File: src/hdl/phy_ctrl_pkg.sv
// PIPE PHY control constants, counter widths and state encodings
package phy_ctrl_pkg;

   // ========================================================================
   // Timer lengths, scaled down for simulation
   // ========================================================================
   // Detect enable time before the charge timer starts
   localparam int DET_EN_CLKS     = 16;
   // Counter value that ends the charge timer
   localparam int DET_CT_CLKS     = 19;
   // Glitch mask after far-end receiver detection
   localparam int EI_MASK_CLKS    = 8;
   // One quiet period (scaled millisecond)
   localparam int PERIOD_CLKS     = 8;
   // Quiet periods before RxValid is passed
   localparam int RX_WAIT_PERIODS = 4;

   // Counter widths
   typedef logic [7:0]  det_cnt_t;
   typedef logic [6:0]  ei_cnt_t;
   typedef logic [16:0] period_cnt_t;
   typedef logic [2:0]  period_num_t;

   // PIPE PowerDown encoding
   typedef enum logic [1:0] {
      P0  = 2'b00,
      P0S = 2'b01,
      P1  = 2'b10,
      P2  = 2'b11
   } power_state_t;

   // Receiver detect sequence
   typedef enum logic [1:0] {DET_IDLE, DET_EN, DET_CT, DET_DONE} det_state_t;

endpackage

File: src/hdl/phy_ctrl_if.sv
`timescale 1ns/1ps
// Shared lock, detect and idle-mask status between the PHY control blocks
interface phy_ctrl_if;

   // Synchronized PLL lock
   logic pll_locked;
   // One-cycle pulse at end of receiver detection
   logic detsm_done;
   // Electrical idle with post-detect glitch masked
   logic rx_ei_masked;
   // Glitch mask window active
   logic start_mask;

   // Detect FSM side
   modport detect (output detsm_done);

   // PhyStatus side
   modport status (output pll_locked, input detsm_done);

   // Idle glitch mask side
   modport mask (input pll_locked, output rx_ei_masked, output start_mask);

   // RxValid gate side
   modport gate (input rx_ei_masked, input start_mask);

endinterface

File: src/hdl/rx_detect_fsm.sv
`timescale 1ns/1ps
// Receiver detect sequencer for PCS detect enable and charge timer strobes
module rx_detect_fsm import phy_ctrl_pkg::*; (
   input  logic         PCLK,
   input  logic         pcie_ip_rstn,
   input  power_state_t power_down,
   input  logic         tx_detect_rx_loopback,
   input  logic         tx_elec_idle,
   input  logic         pcs_done,
   output logic         pcie_det_en,
   output logic         pcie_ct,
   phy_ctrl_if.detect   ctl
);

   det_state_t state;
   det_cnt_t   det_cnt;
   logic       det_req;
   logic       req_s1;
   logic       req_s2;
   logic       req_s2_d;
   logic       req_rise;
   logic       en_done;
   logic       ct_done;
   logic       done_s1;
   logic       done_s2;
   logic       done_s3;
   logic       done_rise;

   // Request only counts in P1 with the transmitter idle
   assign det_req   = (power_down == P1) & tx_detect_rx_loopback & tx_elec_idle;
   assign req_rise  = req_s2 & ~req_s2_d;
   assign done_rise = done_s2 & ~done_s3;

   // ========================================================================
   // Request edge and PCS done synchronizer
   // ========================================================================
   always_ff @(posedge PCLK or negedge pcie_ip_rstn) begin
      if (!pcie_ip_rstn) begin
         req_s1   <= 1'b0;
         req_s2   <= 1'b0;
         req_s2_d <= 1'b0;
         done_s1  <= 1'b0;
         done_s2  <= 1'b0;
         done_s3  <= 1'b0;
      end else begin
         req_s1   <= det_req;
         req_s2   <= req_s1;
         req_s2_d <= req_s2;
         // pcs_done comes from the PCS clock domain
         done_s1  <= pcs_done;
         done_s2  <= done_s1;
         done_s3  <= done_s2;
      end
   end

   // Timer runs only while enabling and charging
   always_ff @(posedge PCLK or negedge pcie_ip_rstn) begin
      if (!pcie_ip_rstn) begin
         det_cnt <= '0;
         en_done <= 1'b0;
         ct_done <= 1'b0;
      end else begin
         if (state == DET_EN || state == DET_CT)
            det_cnt <= det_cnt + 1'b1;
         else
            det_cnt <= '0;
         en_done <= (det_cnt == det_cnt_t'(DET_EN_CLKS));
         ct_done <= (det_cnt == det_cnt_t'(DET_CT_CLKS));
      end
   end

   // ========================================================================
   // Detect state machine
   // ========================================================================
   always_ff @(posedge PCLK or negedge pcie_ip_rstn) begin
      if (!pcie_ip_rstn) begin
         state          <= DET_IDLE;
         pcie_det_en    <= 1'b0;
         pcie_ct        <= 1'b0;
         ctl.detsm_done <= 1'b0;
      end else begin
         case (state)
            DET_IDLE: begin
               ctl.detsm_done <= 1'b0;
               // New detection only starts from idle
               if (req_rise) begin
                  state       <= DET_EN;
                  pcie_det_en <= 1'b1;
               end
            end
            DET_EN: begin
               if (en_done) begin
                  state   <= DET_CT;
                  pcie_ct <= 1'b1;
               end
            end
            DET_CT: begin
               if (ct_done) begin
                  state   <= DET_DONE;
                  pcie_ct <= 1'b0;
               end
            end
            DET_DONE: begin
               // Latency set by the PCS
               if (done_rise) begin
                  state          <= DET_IDLE;
                  pcie_det_en    <= 1'b0;
                  ctl.detsm_done <= 1'b1;
               end
            end
            default: state <= DET_IDLE;
         endcase
      end
   end

   // Charge strobe only inside its state and within detect enable
   a_ct_in_state: assert property (@(posedge PCLK) disable iff (!pcie_ip_rstn)
      pcie_ct |-> state == DET_CT);
   a_ct_with_en: assert property (@(posedge PCLK) disable iff (!pcie_ip_rstn)
      pcie_ct |-> pcie_det_en);

endmodule

File: src/hdl/phy_status_gen.sv
`timescale 1ns/1ps
// PhyStatus pulse generation on power state changes and detect completion
module phy_status_gen import phy_ctrl_pkg::*; (
   input  logic         PCLK,
   input  logic         pcie_ip_rstn,
   input  power_state_t power_down,
   input  logic         pll_lol,
   output logic         phy_status,
   phy_ctrl_if.status   ctl
);

   logic         lol_s1;
   logic         lol_s2;
   power_state_t pd_q;
   logic         trans_hit;
   logic         status_cause;

   assign ctl.pll_locked = ~lol_s2;

   // PIPE transitions that complete with a PhyStatus pulse
   assign trans_hit = (pd_q == P0  && power_down == P2)  ||
                      (pd_q == P2  && power_down == P1)  ||
                      (pd_q == P0  && power_down == P0S) ||
                      (pd_q == P0S && power_down == P0)  ||
                      (pd_q == P0  && power_down == P1)  ||
                      (pd_q == P1  && power_down == P0);

   assign status_cause = trans_hit | ctl.detsm_done;

   always_ff @(posedge PCLK or negedge pcie_ip_rstn) begin
      if (!pcie_ip_rstn) begin
         lol_s1     <= 1'b1;
         lol_s2     <= 1'b1;
         pd_q       <= P0;
         phy_status <= 1'b1;
      end else begin
         // Loss of lock is asynchronous to PCLK
         lol_s1 <= pll_lol;
         lol_s2 <= lol_s1;
         pd_q   <= power_down;
         // Held high until the PLL locks
         if (!lol_s2)
            phy_status <= status_cause;
      end
   end

   // Back-to-back pulses after lock need a cause for each cycle
   a_status_cause: assert property (@(posedge PCLK) disable iff (!pcie_ip_rstn)
      ($past(ctl.pll_locked) && $past(ctl.pll_locked, 2) &&
       phy_status && $past(phy_status))
      |-> ($past(status_cause) && $past(status_cause, 2)));

endmodule

File: src/hdl/ei_glitch_mask.sv
`timescale 1ns/1ps
// Electrical idle synchronizer with post-detect glitch mask
module ei_glitch_mask import phy_ctrl_pkg::*; (
   input  logic     PCLK,
   input  logic     pcie_ip_rstn,
   input  logic     rx_elec_idle_in,
   output logic     rx_elec_idle,
   phy_ctrl_if.mask ctl
);

   logic    ei_s1;
   logic    ei_s2;
   logic    check;
   logic    check_nxt;
   logic    mask_nxt;
   ei_cnt_t ei_cnt;

   assign ctl.rx_ei_masked = rx_elec_idle;

   // Arm on idle, mask the first drop after it
   always_comb begin
      check_nxt = check;
      mask_nxt  = ctl.start_mask;
      if (ctl.pll_locked) begin
         if (ei_s2)
            check_nxt = 1'b1;
         if (ctl.start_mask && ei_cnt == ei_cnt_t'(EI_MASK_CLKS - 1)) begin
            mask_nxt  = 1'b0;
            check_nxt = 1'b0;
         end else if (check && !ei_s2) begin
            mask_nxt = 1'b1;
         end
      end else begin
         // Nothing to mask without a locked PLL
         check_nxt = 1'b0;
         mask_nxt  = 1'b0;
      end
   end

   always_ff @(posedge PCLK or negedge pcie_ip_rstn) begin
      if (!pcie_ip_rstn) begin
         ei_s1          <= 1'b1;
         ei_s2          <= 1'b1;
         check          <= 1'b0;
         ctl.start_mask <= 1'b0;
         ei_cnt         <= '0;
         rx_elec_idle   <= 1'b1;
      end else begin
         ei_s1          <= rx_elec_idle_in;
         ei_s2          <= ei_s1;
         check          <= check_nxt;
         ctl.start_mask <= mask_nxt;
         if (ctl.start_mask)
            ei_cnt <= ei_cnt + 1'b1;
         else
            ei_cnt <= '0;
         // Forced idle while the mask window is open
         rx_elec_idle <= ei_s2 | mask_nxt;
      end
   end

   a_mask_len: assert property (@(posedge PCLK) disable iff (!pcie_ip_rstn)
      $rose(ctl.start_mask) |-> ##EI_MASK_CLKS !ctl.start_mask);

endmodule

File: src/hdl/rx_valid_gate.sv
`timescale 1ns/1ps
// Quiet-period timer that holds RxValid low until the lane has settled
module rx_valid_gate import phy_ctrl_pkg::*; (
   input  logic     PCLK,
   input  logic     pcie_ip_rstn,
   input  logic     pcs_con,
   input  logic     rx_lol,
   input  logic     rx_valid_in,
   output logic     rx_valid,
   phy_ctrl_if.gate ctl
);

   logic        ei_det;
   logic        ei_low;
   logic        ei_low_pulse;
   logic        all_ei_high;
   logic        lol_s1;
   logic        lol_s2;
   logic        lol_d;
   logic        lol_rise;
   logic        restart;
   logic        det_done;
   logic        start_count;
   logic        start_count_d;
   logic        count_en;
   logic        period_end;
   period_cnt_t period_cnt;
   period_num_t period_num;
   logic        pcs_wait_done;

   // Lane connected and out of electrical idle
   assign ei_det     = ~ctl.rx_ei_masked & pcs_con;
   assign period_end = (period_cnt == period_cnt_t'(PERIOD_CLKS - 1));

   // ========================================================================
   // Restart conditions and timer arming
   // ========================================================================
   always_ff @(posedge PCLK or negedge pcie_ip_rstn) begin
      if (!pcie_ip_rstn) begin
         lol_s1        <= 1'b1;
         lol_s2        <= 1'b1;
         lol_d         <= 1'b1;
         ei_low        <= 1'b0;
         ei_low_pulse  <= 1'b0;
         all_ei_high   <= 1'b0;
         lol_rise      <= 1'b0;
         restart       <= 1'b0;
         det_done      <= 1'b0;
         start_count   <= 1'b0;
         start_count_d <= 1'b0;
      end else begin
         lol_s1 <= rx_lol;
         lol_s2 <= lol_s1;
         lol_d  <= lol_s2;
         // New drop out of idle while counting
         ei_low       <= count_en & ei_det;
         ei_low_pulse <= ~ei_low & count_en & ei_det;
         // Lane went back to idle while counting
         all_ei_high  <= count_en & ~ei_low;
         // CDR lost lock with the lane active
         lol_rise     <= ei_low & lol_s2 & ~lol_d;
         restart      <= ei_low_pulse | all_ei_high | lol_rise;
         // Armed while idle and the timer is stopped
         if (det_done) begin
            if (start_count)
               det_done <= 1'b0;
         end else if (ctl.rx_ei_masked && !count_en) begin
            det_done <= 1'b1;
         end
         start_count   <= det_done & ei_det;
         start_count_d <= start_count;
      end
   end

   // ========================================================================
   // Quiet-period timer and RxValid qualification
   // ========================================================================
   always_ff @(posedge PCLK or negedge pcie_ip_rstn) begin
      if (!pcie_ip_rstn) begin
         count_en      <= 1'b0;
         period_cnt    <= '0;
         period_num    <= '0;
         pcs_wait_done <= 1'b0;
         rx_valid      <= 1'b0;
      end else begin
         if (start_count && !start_count_d)
            count_en <= 1'b1;
         else if (period_num == period_num_t'(RX_WAIT_PERIODS))
            count_en <= 1'b0;
         // Every restart begins the wait from zero
         if (!count_en || restart) begin
            period_cnt <= '0;
            period_num <= '0;
         end else if (period_end) begin
            period_cnt <= '0;
            period_num <= period_num + 1'b1;
         end else begin
            period_cnt <= period_cnt + 1'b1;
         end
         if (period_num == period_num_t'(RX_WAIT_PERIODS))
            pcs_wait_done <= 1'b1;
         else if (ctl.rx_ei_masked)
            pcs_wait_done <= 1'b0;
         rx_valid <= pcs_wait_done & ~ctl.rx_ei_masked & ~ctl.start_mask & rx_valid_in;
      end
   end

   a_valid_not_idle: assert property (@(posedge PCLK) disable iff (!pcie_ip_rstn)
      rx_valid |-> !$past(ctl.rx_ei_masked));

endmodule

File: src/hdl/pcie_phy_ctrl.sv
`timescale 1ns/1ps
// Single-lane PCIe PIPE PHY control top with detect, status, idle and RxValid logic
module pcie_phy_ctrl import phy_ctrl_pkg::*; (
   input  logic         PCLK,
   input  logic         pcie_ip_rstn,
   input  power_state_t power_down,
   input  logic         tx_detect_rx_loopback,
   input  logic         tx_elec_idle,
   input  logic         pll_lol,
   input  logic         pcs_done,
   input  logic         pcs_con,
   input  logic         rx_elec_idle_in,
   input  logic         rx_lol,
   input  logic         rx_valid_in,
   output logic         pcie_det_en,
   output logic         pcie_ct,
   output logic         phy_status,
   output logic         rx_elec_idle,
   output logic         rx_valid
);

   // Status shared between the four blocks
   phy_ctrl_if ctl_if ();

   rx_detect_fsm rx_detect_fsm_i (
      .PCLK                  (PCLK),
      .pcie_ip_rstn          (pcie_ip_rstn),
      .power_down            (power_down),
      .tx_detect_rx_loopback (tx_detect_rx_loopback),
      .tx_elec_idle          (tx_elec_idle),
      .pcs_done              (pcs_done),
      .pcie_det_en           (pcie_det_en),
      .pcie_ct               (pcie_ct),
      .ctl                   (ctl_if.detect)
   );

   phy_status_gen phy_status_gen_i (
      .PCLK         (PCLK),
      .pcie_ip_rstn (pcie_ip_rstn),
      .power_down   (power_down),
      .pll_lol      (pll_lol),
      .phy_status   (phy_status),
      .ctl          (ctl_if.status)
   );

   ei_glitch_mask ei_glitch_mask_i (
      .PCLK            (PCLK),
      .pcie_ip_rstn    (pcie_ip_rstn),
      .rx_elec_idle_in (rx_elec_idle_in),
      .rx_elec_idle    (rx_elec_idle),
      .ctl             (ctl_if.mask)
   );

   rx_valid_gate rx_valid_gate_i (
      .PCLK         (PCLK),
      .pcie_ip_rstn (pcie_ip_rstn),
      .pcs_con      (pcs_con),
      .rx_lol       (rx_lol),
      .rx_valid_in  (rx_valid_in),
      .rx_valid     (rx_valid),
      .ctl          (ctl_if.gate)
   );

endmodule

File: config.mk
export PLATFORM = sky130hd
export DESIGN_NAME = pcie_phy_ctrl
export DESIGN_NICKNAME = d
export VERILOG_FILES = /design/src/hdl/phy_ctrl_pkg.sv /design/src/hdl/phy_ctrl_if.sv /design/src/hdl/rx_detect_fsm.sv /design/src/hdl/phy_status_gen.sv /design/src/hdl/ei_glitch_mask.sv /design/src/hdl/rx_valid_gate.sv /design/src/hdl/pcie_phy_ctrl.sv
export SDC_FILE = /design/constraint.sdc
export NUM_CORES = 1
export LEC_CHECK = 0
export ABC_AREA = 1
export BUFFER_PORTS_ARGS = -buffer_cell sky130_fd_sc_hd__buf_4
export CAP_MARGIN = 30
export CORE_AREA = 2 2 64 97
export DETAILED_ROUTE_END_ITERATION = 8
export DIE_AREA = 0 0 66 99
export GPL_ROUTABILITY_DRIVEN = 0
export PLACE_DENSITY_LB_ADDON = 0.08
export SLEW_MARGIN = 0
export SYNTH_ARGS = -nofsm -noshare
export SYNTH_HDL_FRONTEND = slang
export SYNTH_SLANG_ARGS = --single-unit
File: constraint.sdc
create_clock -name PCLK -period 3 [get_ports PCLK]
set_input_delay 0.15 -clock PCLK [delete_from_list [all_inputs] [get_ports PCLK]]
set_output_delay 0.15 -clock PCLK [all_outputs]
set_load 0.005 [all_outputs]
* After elaboration in Yosys (flattened, before gate mapping)
Cells that the tools add are included.
** Word-level totals
- Logic and storage cells :: 150
- Register bits :: 72
- Output and inout port bits :: 5
- Input port bits :: 12
** Cells by class
- Reductions and logical operators :: 33
- Multiplexer cells :: 32
- Eq/ne operators :: 18
- Add/sub/neg operators :: 4
- Bitwise gates (word level) :: 24
** Operators with widths (number)
- 17-bit two-way mux :: 2
- 1-bit two-way mux :: 18
- 17-bit by 1-bit adder with 17-bit output (second input constant) :: 1
- 17-bit by 3-bit equality test with 1-bit output (second input constant) :: 1
- 8-bit by 5-bit equality test with 1-bit output (second input constant) :: 2
- 1-bit AND :: 14
- 2-bit equality test (second input constant) :: 6
- 1-bit logical AND :: 10
- 2-bit nonzero test :: 5
- 8-bit by 1-bit adder with 8-bit output (second input constant) :: 1
- 2-bit two-way mux :: 4
- 8-bit two-way mux :: 1
- 2-bit by 1-bit inequality test with 1-bit output (second input constant) :: 4
- 2-bit case mux with 4 select lines :: 1
- 7-bit by 1-bit adder with 7-bit output (second input constant) :: 1
- 7-bit by 3-bit equality test with 1-bit output (second input constant) :: 1
- 1-bit logical OR :: 7
- 7-bit two-way mux :: 1
- 2-bit by 1-bit equality test with 1-bit output (second input constant) :: 3
- 2-bit logical NOT :: 3
- 3-bit two-way mux :: 2
- 1-bit inverter :: 6
- 1-bit case mux with 2 select lines :: 3
- 3-bit AND reduction :: 2
- other kinds (7) :: 12

* Logic depth before layout (Yosys ltp)
Gate-level depths: netlist of run 1.
- Depth in word-level cells :: 8
- Gate-level depth with buffers :: 8

* Modules after synthesis
A second synthesis of run 1 with hierarchy kept.
** Second synthesis, totals
- Cell total of the unflattened synthesis :: 386
- Area total of the unflattened synthesis :: 3340.7 µm²
** By module, submodules not included
- rx_valid_gate :: instances 1, cells each 196, area an instance 1660.3 µm²
- rx_detect_fsm :: instances 1, cells each 107, area an instance 959.7 µm²
- ei_glitch_mask :: instances 1, cells each 59, area an instance 506.7 µm²
- phy_status_gen :: instances 1, cells each 24, area an instance 214.0 µm²

* Worst setup path after synthesis of run 1
Ideal clock, no wire load.
- Kind :: register -> register
- Start :: register rx_detect_fsm_i.state[0]
- End :: register rx_detect_fsm_i.pcie_ct
- Arrival :: 1155 ps
- Period minus slack after synthesis :: 1281 ps
- Stages on the path, launching flop included :: 7
- Slack :: 1719 ps
- Setup time :: 127 ps
- Cells stage by stage :: dfrtp_1 inv_1 ha_1 clkbuf_1 nand2_1 nand2_1 o21ai_0
** On the way
- Cells in the longest elaborated chain, start to end :: 3
- Elaborated cells on any way between the ends :: 7
- Those cells by class :: eq/ne: 4; mux: 1; reduce/logical: 2
** RTL lines
- from (decl) :: line rx_detect_fsm.sv:15 : det_state_t state;
- from (signal assigned) :: line rx_detect_fsm.sv:77 : state <= DET_IDLE;
- from (signal assigned) :: line rx_detect_fsm.sv:87 : state <= DET_EN;
- from (signal assigned) :: line rx_detect_fsm.sv:93 : state <= DET_CT;
- 2-bit by 1-bit equality test with 1-bit output or 2-bit equality test (tied branches) :: line rx_detect_fsm.sv:82 : case (state)
- 2-bit by 1-bit inequality test with 1-bit output (no line) or 2-bit nonzero test (tied branches)
- 3-bit AND reduction (no line)
- to (signal assigned) :: line rx_detect_fsm.sv:79 : pcie_ct <= 1'b0;
- to (signal assigned) :: line rx_detect_fsm.sv:94 : pcie_ct <= 1'b1;
- to (signal assigned) :: line rx_detect_fsm.sv:100 : pcie_ct <= 1'b0;
- to (decl) :: line rx_detect_fsm.sv:11 : output logic pcie_ct,
Several ways; a longest one is shown, not always the timed one.
A chain may end at the register's enable or synchronous reset.

* Worst setup path after layout of run 1
- Start :: register rx_detect_fsm_i.state[0]
- End :: register rx_detect_fsm_i.state[0]
** On the way
- Cells in the longest elaborated chain, start to end :: 3
- Elaborated cells on any way between the ends :: 10
- Those cells by class :: eq/ne: 7; mux: 1; reduce/logical: 2
** RTL lines (line)
- 2-bit by 1-bit equality test with 1-bit output (tied with other cells) :: rx_detect_fsm.sv:82
- 2-bit by 1-bit inequality test with 1-bit output (no line)
- 4-bit AND reduction (no line)
Several ways; a longest one is shown, not always the timed one.

==> results by group, run 1 <==
Global route
  • Pin count of the biggest net entering global routing: 73
  • Total overflow reported by the global router: 0
  • Overall fraction of global-route tracks in use: 0.196
  • Global-route wire length before repair: 9760 um
  • Vias in the first global route: 2338
  • Antenna violations before repair: 0

Setup path
  • Max FO, Critical Path: 4
  • Worst EP arrival: 1.58 ns
  • CP endpoint kind: flip-flop
  • Kind of critical path: reg2reg
  • Critical path startpoint category: flip-flop
  • Startpoint of the worst register-to-register path: rx_detect_fsm_i.state[0]
  • Destination of the worst register-to-register timing path: rx_detect_fsm_i.state[0]
  • Register-to-register setup slack: 1.63 ns
  • Worst reg2reg path depth: 7
  • Required time of the critical path: 3.22 ns

Floorplan
  • Die area: 0.00653 mm^2
  • Die Height: 99 um
  • Die width: 66 um
  • Ports: 17
  • Number of cell rows: 34
  • Initial core utilization: 0.565
  • Core Box Area: 0.00570 mm^2

Synth
  • Most used standard cell by instance count after synthesis: sky130_fd_sc_hd__nand2_1
  • Synthesized netlist net count: 390
  • Async set or reset register ratio after synthesis: 1.00
  • Top cell type's share of synthesized area: 0.490
  • Cell type with the largest total area after synthesis: sky130_fd_sc_hd__dfrtp_1
  • Flops & latches, synth: 72
  • Top cells by area in the synthesized netlist: sky130_fd_sc_hd__dfrtp_1 49%, sky130_fd_sc_hd__nand2_1 8.9%, sky130_fd_sc_hd__nor2_1 7.7%
  • Netlist area before placement: 0.00322 mm^2
  • Most common library cells after synthesis: 76 x sky130_fd_sc_hd__nand2_1, 66 x sky130_fd_sc_hd__nor2_1, 63 x sky130_fd_sc_hd__dfrtp_1, 48 x sky130_fd_sc_hd__inv_1, 21 x sky130_fd_sc_hd__nand3_1
  • Post-synth EDFFs: 0
  • Instance count of the mapped netlist: 367
  • Per-instance average area after synthesis: 8.78 um^2
  • Yosys warns: 0
  • Most instantiated flip-flop cell in the synthesis netlist: sky130_fd_sc_hd__dfrtp_1
  • Cell variety after synth: 26
  • Seq/Total Area, Yosys: 0.563

STA
  • Skew final: 0.00868 ns
  • Crit path time final: 1.37 ns
  • Max-slew violations: 0
  • Final TNS setup: 0 ns
  • Headroom to the max-slew limit: 0.418
  • Final-report setup violation count: 0
  • Hold violation total from the final report: 0
  • Worst-Margin Slew: 0.872 ns
  • Final period util: 0.455
  • Setup repair after global routing missed its margin: no
  • Achievable frequency: 732 MHz

Finish
  • Final-layout fill cell count: 483
  • Layout cells sized above 1: 0.144
  • Syn-to-layout area delta: 14.1%
  • Antenna diode count: 0
  • Post-layout nets: 422

Power and ir drop
  • Leakage Power: 1.74 nW
  • Highest ir drop seen on vdd: 0.000443 V
  • Power per cell area: 602 mW/mm^2
  • Total design power: 2.21 mW

Place
  • Final HPWL DP: 3990 um
  • Input/output buffers: 16

Routing
  • Residual DRC count: 0
  • Routed Wire Length: 5470 um
  • Number of detailed-route iterations in the first pass: 4
  • DR WL/cell: 11.5 um
  • Number of vias per cell: 4.97
  • Via count: 2366
  • Detail Route Antenna Nets: 0
  • Number of violations reported at the end of detailed-routing iteration 0: 145

CTS
  • Register clock-pin slew on the reported worst setup and hold paths: 0.08 ns
  • Post-CTS setup buffers: 0
  • Max Buffers Root-to-Sink: 2
  • Clk Latency, worst-skew pair: 0.33 ns
  • Count of instances resized after the clock tree is built: 0
  • Total number of H-tree levels: 3
  • CTS tree: yes
  • Clk Tree Root Cell: sky130_fd_sc_hd__clkbuf_8
  • Clock sink count: 72
  • Clock buffer count from CTS: 9

Job
  • Max Cap Viol: 0

Hold path
  • Type of the worst min-delay path: in2reg
  • Startpoint of the worst hold path: rx_valid_in
  • WHS Path Cells: 3
  • Worst Hold End: rx_valid_gate_i.rx_valid

Outcome
  • Result of the run: completed
[placed cells by master, fill, tap and decap left out]
cell type | synthesis | final
sky130_fd_sc_hd__nor2_2 | 2 | 2
sky130_fd_sc_hd__xnor2_1 | 2 | 2
sky130_fd_sc_hd__nand2_4 | 1 | 1
sky130_fd_sc_hd__a21oi_1 | 11 | 11
sky130_fd_sc_hd__ha_1 | 11 | 11
sky130_fd_sc_hd__nor2_4 | 5 | 5
sky130_fd_sc_hd__clkinv_2 | 0 | 1
sky130_fd_sc_hd__nor3_1 | 9 | 9
sky130_fd_sc_hd__nand2_2 | 6 | 6
sky130_fd_sc_hd__dfstp_2 | 9 | 9
sky130_fd_sc_hd__nand3_1 | 21 | 21
sky130_fd_sc_hd__or3_1 | 1 | 1
sky130_fd_sc_hd__buf_4 | 0 | 16
sky130_fd_sc_hd__nor2_1 | 66 | 66
sky130_fd_sc_hd__clkbuf_8 | 0 | 10
sky130_fd_sc_hd__xor2_1 | 3 | 3
sky130_fd_sc_hd__o21ai_1 | 3 | 3
sky130_fd_sc_hd__inv_2 | 2 | 2
sky130_fd_sc_hd__dfrtp_1 | 63 | 63
sky130_fd_sc_hd__o21ai_2 | 1 | 1
sky130_fd_sc_hd__nand4_1 | 8 | 8
sky130_fd_sc_hd__clkinv_4 | 0 | 2
sky130_fd_sc_hd__clkinvlp_4 | 0 | 3
sky130_fd_sc_hd__o21ai_0 | 13 | 13
sky130_fd_sc_hd__nor3b_1 | 1 | 1
sky130_fd_sc_hd__inv_1 | 48 | 48
sky130_fd_sc_hd__o22ai_1 | 1 | 1
sky130_fd_sc_hd__nand2_1 | 76 | 76
sky130_fd_sc_hd__dlygate4sd3_1 | 0 | 7
sky130_fd_sc_hd__nand3b_1 | 2 | 2
[where the power goes]
group	switching, mW	total, mW	internal, mW
clock	0.359	0.682	0.323
combinational	0.252	0.412	0.160
sequential	0.0541	1.12	1.07
[registers in the layout (all words and copies together) (netlist names), 2 cells and up]
name	flops
rx_detect_fsm_i.det_cnt	8
rx_valid_gate_i.period_cnt	17
ei_glitch_mask_i.ei_cnt	7
rx_detect_fsm_i.state	2
phy_status_gen_i.pd_q	2
rx_valid_gate_i.period_num	3
[per-stage QoR]
stage	hold slack, ns	setup slack (ns)	cell area, um^2	std cells	utilization
finish	0.0344	1.63	3670	476	0.645
global route	0.0318	1.41	3670	476	0.645
CTS	0.0142	1.62	3670	476	0.645
detailed placement	0.260	1.65	3420	453	0.600
global placement	0.258	1.66	3420	453	0.600
floorplan	-0.146	1.72	3220	367	-
[timing repair]
| item | 4_1_cts | 5_1_grt |
|---|---|---|
| hold endpoints to repair | 69 | 0 |
| endpoints found under the setup margin | 0 | 0 |
| hold buffers | 7 | 0 |
[kinds of logic (layout without fill, tap and decap cells)]
| group | Yosys count | after routing | synth area share |
|---|---|---|---|
| simple gates | 198 | 198 | 0.273 |
| flops | 72 | 72 | 0.563 |
| compound gates | 29 | 29 | 0.0466 |
| xor+xnor | 5 | 5 | 0.0136 |
| buf+inv | 52 | 89 | 0.0610 |
| fa+ha+maj | 11 | 11 | 0.0427 |
[worst max-delay path, stage by stage, from the launching register on]
cell and delay, ns:
sky130_fd_sc_hd__dfrtp_1 0.41, sky130_fd_sc_hd__inv_1 0.11, sky130_fd_sc_hd__ha_1 0.20, sky130_fd_sc_hd__inv_1 0.05, sky130_fd_sc_hd__o22ai_1 0.21, sky130_fd_sc_hd__nor2_1 0.10, sky130_fd_sc_hd__o21ai_0 0.10, sky130_fd_sc_hd__nand2_1 0.07
[per-layer routing]
metal  part of all wire  global-route usage  vias up  wire length, um
met2               0.53               0.331       27             2920
met1               0.41               0.229     1108             2270
met4              0.023               0.105        0              127
met3              0.027              0.0445       10              149
li1                   -                   -     1221                -
met5                  0                   0        -                0
[how the worst max path moves through the flow]
stage,startpoint,to,slack (ns)
3_5_place_dp,rx_valid_gate_i.period_cnt[0],rx_valid_gate_i.period_num[2],1.65
2_1_floorplan,rx_detect_fsm_i.state[0],rx_detect_fsm_i.pcie_ct,1.72
5_1_grt,rx_detect_fsm_i.state[0],rx_detect_fsm_i.state[1],1.41
6_report,rx_detect_fsm_i.state[0],rx_detect_fsm_i.state[0],1.63
4_1_cts,rx_valid_gate_i.period_cnt[0],rx_valid_gate_i.period_num[2],1.62
3_3_place_gp,rx_detect_fsm_i.state[0],rx_detect_fsm_i.state[0],1.66
[area by class of cell]
| class | instances | area (um^2) | area share |
|---|---|---|---|
| clock buffers | 10 | 138 | 0.0375 |
| multi-input cells | 243 | 1210 | 0.330 |
| flip-flops and latches | 72 | 1810 | 0.493 |
| repair buffers | 23 | 190 | 0.0518 |
| clock inverters | 6 | 45.0 | 0.0123 |
| inverters | 50 | 188 | 0.0511 |
| well taps | 72 | 90.1 | 0.0245 |
Power figures use the tool's default switching activity.
==> run 2: changes to the inputs <==
--- a/config.mk
+++ b/config.mk
@@ -8,9 +8,9 @@
 export ABC_AREA = 1
 export BUFFER_PORTS_ARGS = -buffer_cell sky130_fd_sc_hd__buf_4
 export CAP_MARGIN = 30
-export CORE_AREA = 2 2 64 97
+export CORE_AREA = 2 2 67 100
 export DETAILED_ROUTE_END_ITERATION = 8
-export DIE_AREA = 0 0 66 99
+export DIE_AREA = 0 0 69 102
 export GPL_ROUTABILITY_DRIVEN = 0
 export PLACE_DENSITY_LB_ADDON = 0.08
 export SLEW_MARGIN = 0
==> constraint.sdc (replaced) <==
create_clock -name PCLK -period 1.1 [get_ports PCLK]
set_input_delay 0.055 -clock PCLK [delete_from_list [all_inputs] [get_ports PCLK]]
set_output_delay 0.055 -clock PCLK [all_outputs]
set_load 0.005 [all_outputs]
==> run 2 against run 1 <==
- the run now ends with negative setup slack left
- final area increased by 25%
- sequential cell count is the same
- clock skew about the same
- worst hold slack better by 0.11 ns
- register-to-register slack got worse by 1.8 ns
- sequential power rose to 2.7 times the previous value
- power grew to 3.4 times the previous value
- final cell count rose by 14%
- worst setup slack lost 1.8 ns
- wire length increased by 31%
- utilization up 11 points
- non-clock buffer count increased by 67
- critical path type unchanged
- critical endpoint is now rx_valid_gate_i.period_cnt[10]
==> results by group, run 2 (synthesis gave the netlist of run 1 again) <==
Floorplan
  • Initial core utilization: 0.525
  • Die Height: 102 um
  • Core Box Area: 0.00613 mm^2
  • Die width: 69 um
  • Die area: 0.00704 mm^2
  • Ports: 17
  • Number of cell rows: 35

CTS
  • Clock sink count: 72
  • Clk Tree Root Cell: sky130_fd_sc_hd__clkbuf_8
  • CTS tree: yes
  • Register clock-pin slew on the reported worst setup and hold paths: 0.08 ns
  • Max Buffers Root-to-Sink: 2
  • Clock buffer count from CTS: 9
  • Total number of H-tree levels: 3
  • Clk Latency, worst-skew pair: 0.35 ns

STA
  • Max-slew violations: 0
  • Hold violation total from the final report: 0
  • Smallest setup slack after layout: -0.164 ns
  • Setup repair after global routing missed its margin: yes
  • Crit path time final: 1.26 ns
  • Headroom to the max-slew limit: 0.771
  • Final hold slack: 0.148 ns
  • Skew final: 0.00876 ns
  • Final period util: 1.15
  • Final-report setup violation count: 32
  • Final TNS setup: -3.67 ns
  • Achievable frequency: 791 MHz
  • Worst-Margin Slew: 0.343 ns

Finish
  • Leading registers by flop count: rx_valid_gate_i.period_cnt x17, rx_detect_fsm_i.det_cnt x8, ei_glitch_mask_i.ei_cnt x7
  • Syn-to-layout area delta: 43.2%
  • Most common library cell in the layout ignoring fill and taps: sky130_fd_sc_hd__buf_4
  • Layout cells sized above 1: 0.406
  • Flip-flop count of the largest register after layout: 17
  • Antenna diode count: 0
  • Number of standard cells in the final layout excluding fillers: 545
  • Core Util, Final: 0.752
  • Post-layout nets: 489
  • Biggest register: rx_valid_gate_i.period_cnt
  • Commonest cells after routing, fill and taps aside: 67 x sky130_fd_sc_hd__buf_4, 59 x sky130_fd_sc_hd__dfrtp_1, 57 x sky130_fd_sc_hd__nand2_1

Routing
  • Via count: 2727
  • DR WL/cell: 13.1 um
  • Number of vias per cell: 5.00
  • Routed Wire Length: 7140 um
  • Number of detailed-route iterations in the first pass: 4
  • Residual DRC count: 0
  • Detail Route Antenna Nets: 0
  • Number of violations reported at the end of detailed-routing iteration 0: 122

Setup path
  • Critical path startpoint category: flip-flop
  • Worst EP arrival: 1.55 ns
  • Required time of the critical path: 1.38 ns
  • Kind of critical path: reg2reg
  • CP endpoint kind: flip-flop
  • Max FO, Critical Path: 4

Power and ir drop
  • Highest ir drop seen on vdd: 0.00173 V
  • Power per cell area: 1620 mW/mm^2
  • Leakage Power: 2.22 nW

Job
  • Max Cap Viol: 0

Global route
  • Global-route wire length before repair: 11700 um
  • Pin count of the biggest net entering global routing: 26
  • Overall fraction of global-route tracks in use: 0.213
  • Total overflow reported by the global router: 0
  • Antenna violations before repair: 0
  • Vias in the first global route: 2709

Place
  • Post-Place Setup Slack: -0.178 ns
  • Final HPWL DP: 4730 um
  • Input/output buffers: 16
  • Post-placement cell count: 502

Outcome
  • Violated checks: negative setup slack
  • Result of the run: finished, violations left

Hold path
  • Type of the worst min-delay path: in2async
[run 2: metal layers]
metal	vias to the layer above	GRT usage	part of all wire
li1	1351	-	-
met1	1309	0.220	0.37
met2	49	0.399	0.56
met3	18	0.0493	0.030
met4	0	0.115	0.038
met5	-	0	0
[run 2: layout make-up]
| class | instances | area [um^2] |
|---|---|---|
| fillers | 449 | 1520 |
| multi-input cells | 243 | 1540 |
| inverters | 50 | 190 |
| flip-flops and latches | 72 | 1820 |
| clock buffers | 9 | 124 |
| clock inverters | 7 | 78.8 |
| well taps | 74 | 92.6 |
| repair buffers | 90 | 766 |
[run 2: stage by stage]
stage / power, mW / area, um^2
floorplan: 4.00 / 3270
global placement: 4.52 / 3850
detailed placement: 4.55 / 3850
CTS: 7.04 / 4370
global route: 7.91 / 4610
finish: 7.47 / 4610
[run 2: final timing paths]
kind	startpoint	end	slack (ns)	cells past startpoint
worst min register to register	rx_valid_gate_i.lol_s1	rx_valid_gate_i.lol_s2	0.36	0
min in group PCLK	rx_elec_idle_in	ei_glitch_mask_i.ei_s1	0.36	2
worst max-delay path	rx_valid_gate_i.period_cnt[0]	rx_valid_gate_i.period_cnt[10]	-0.16	7
max in group asynchronous	pcie_ip_rstn	phy_status_gen_i.lol_s2	0.43	3
worst max register to register	rx_valid_gate_i.period_cnt[0]	rx_valid_gate_i.period_cnt[10]	-0.16	7
worst min-delay path	pcie_ip_rstn	ei_glitch_mask_i.ei_cnt[4]	0.15	2
[run 2: critical path, stage by stage, from the launching register on]
cell and delay (ns):
sky130_fd_sc_hd__dfrtp_1 0.43, sky130_fd_sc_hd__ha_4 0.17, sky130_fd_sc_hd__nand2_4 0.07, sky130_fd_sc_hd__nor2_4 0.18
sky130_fd_sc_hd__nand2_4 0.10, sky130_fd_sc_hd__o21ai_1 0.12, sky130_fd_sc_hd__nand2_1 0.06, sky130_fd_sc_hd__nor2_1 0.07
[run 2: power by group]
part	switching, mW	internal (mW)	total, mW	leakage, nW
logic	1.14	1.15	2.28	1.20
registers	0.159	2.90	3.06	0.926
clock network	1.06	1.07	2.13	0.0925
total	2.36	5.11	7.47	2.22
[run 2: what timing repair did]
action,4_1_cts,5_1_grt
pin swaps,25,29
endpoints found under the hold margin,78,0
endpoints found under the setup margin,36,38
hold buffers,11,0
gates resized for setup,46,48
buffers inserted,7,11
gates cloned,0,0
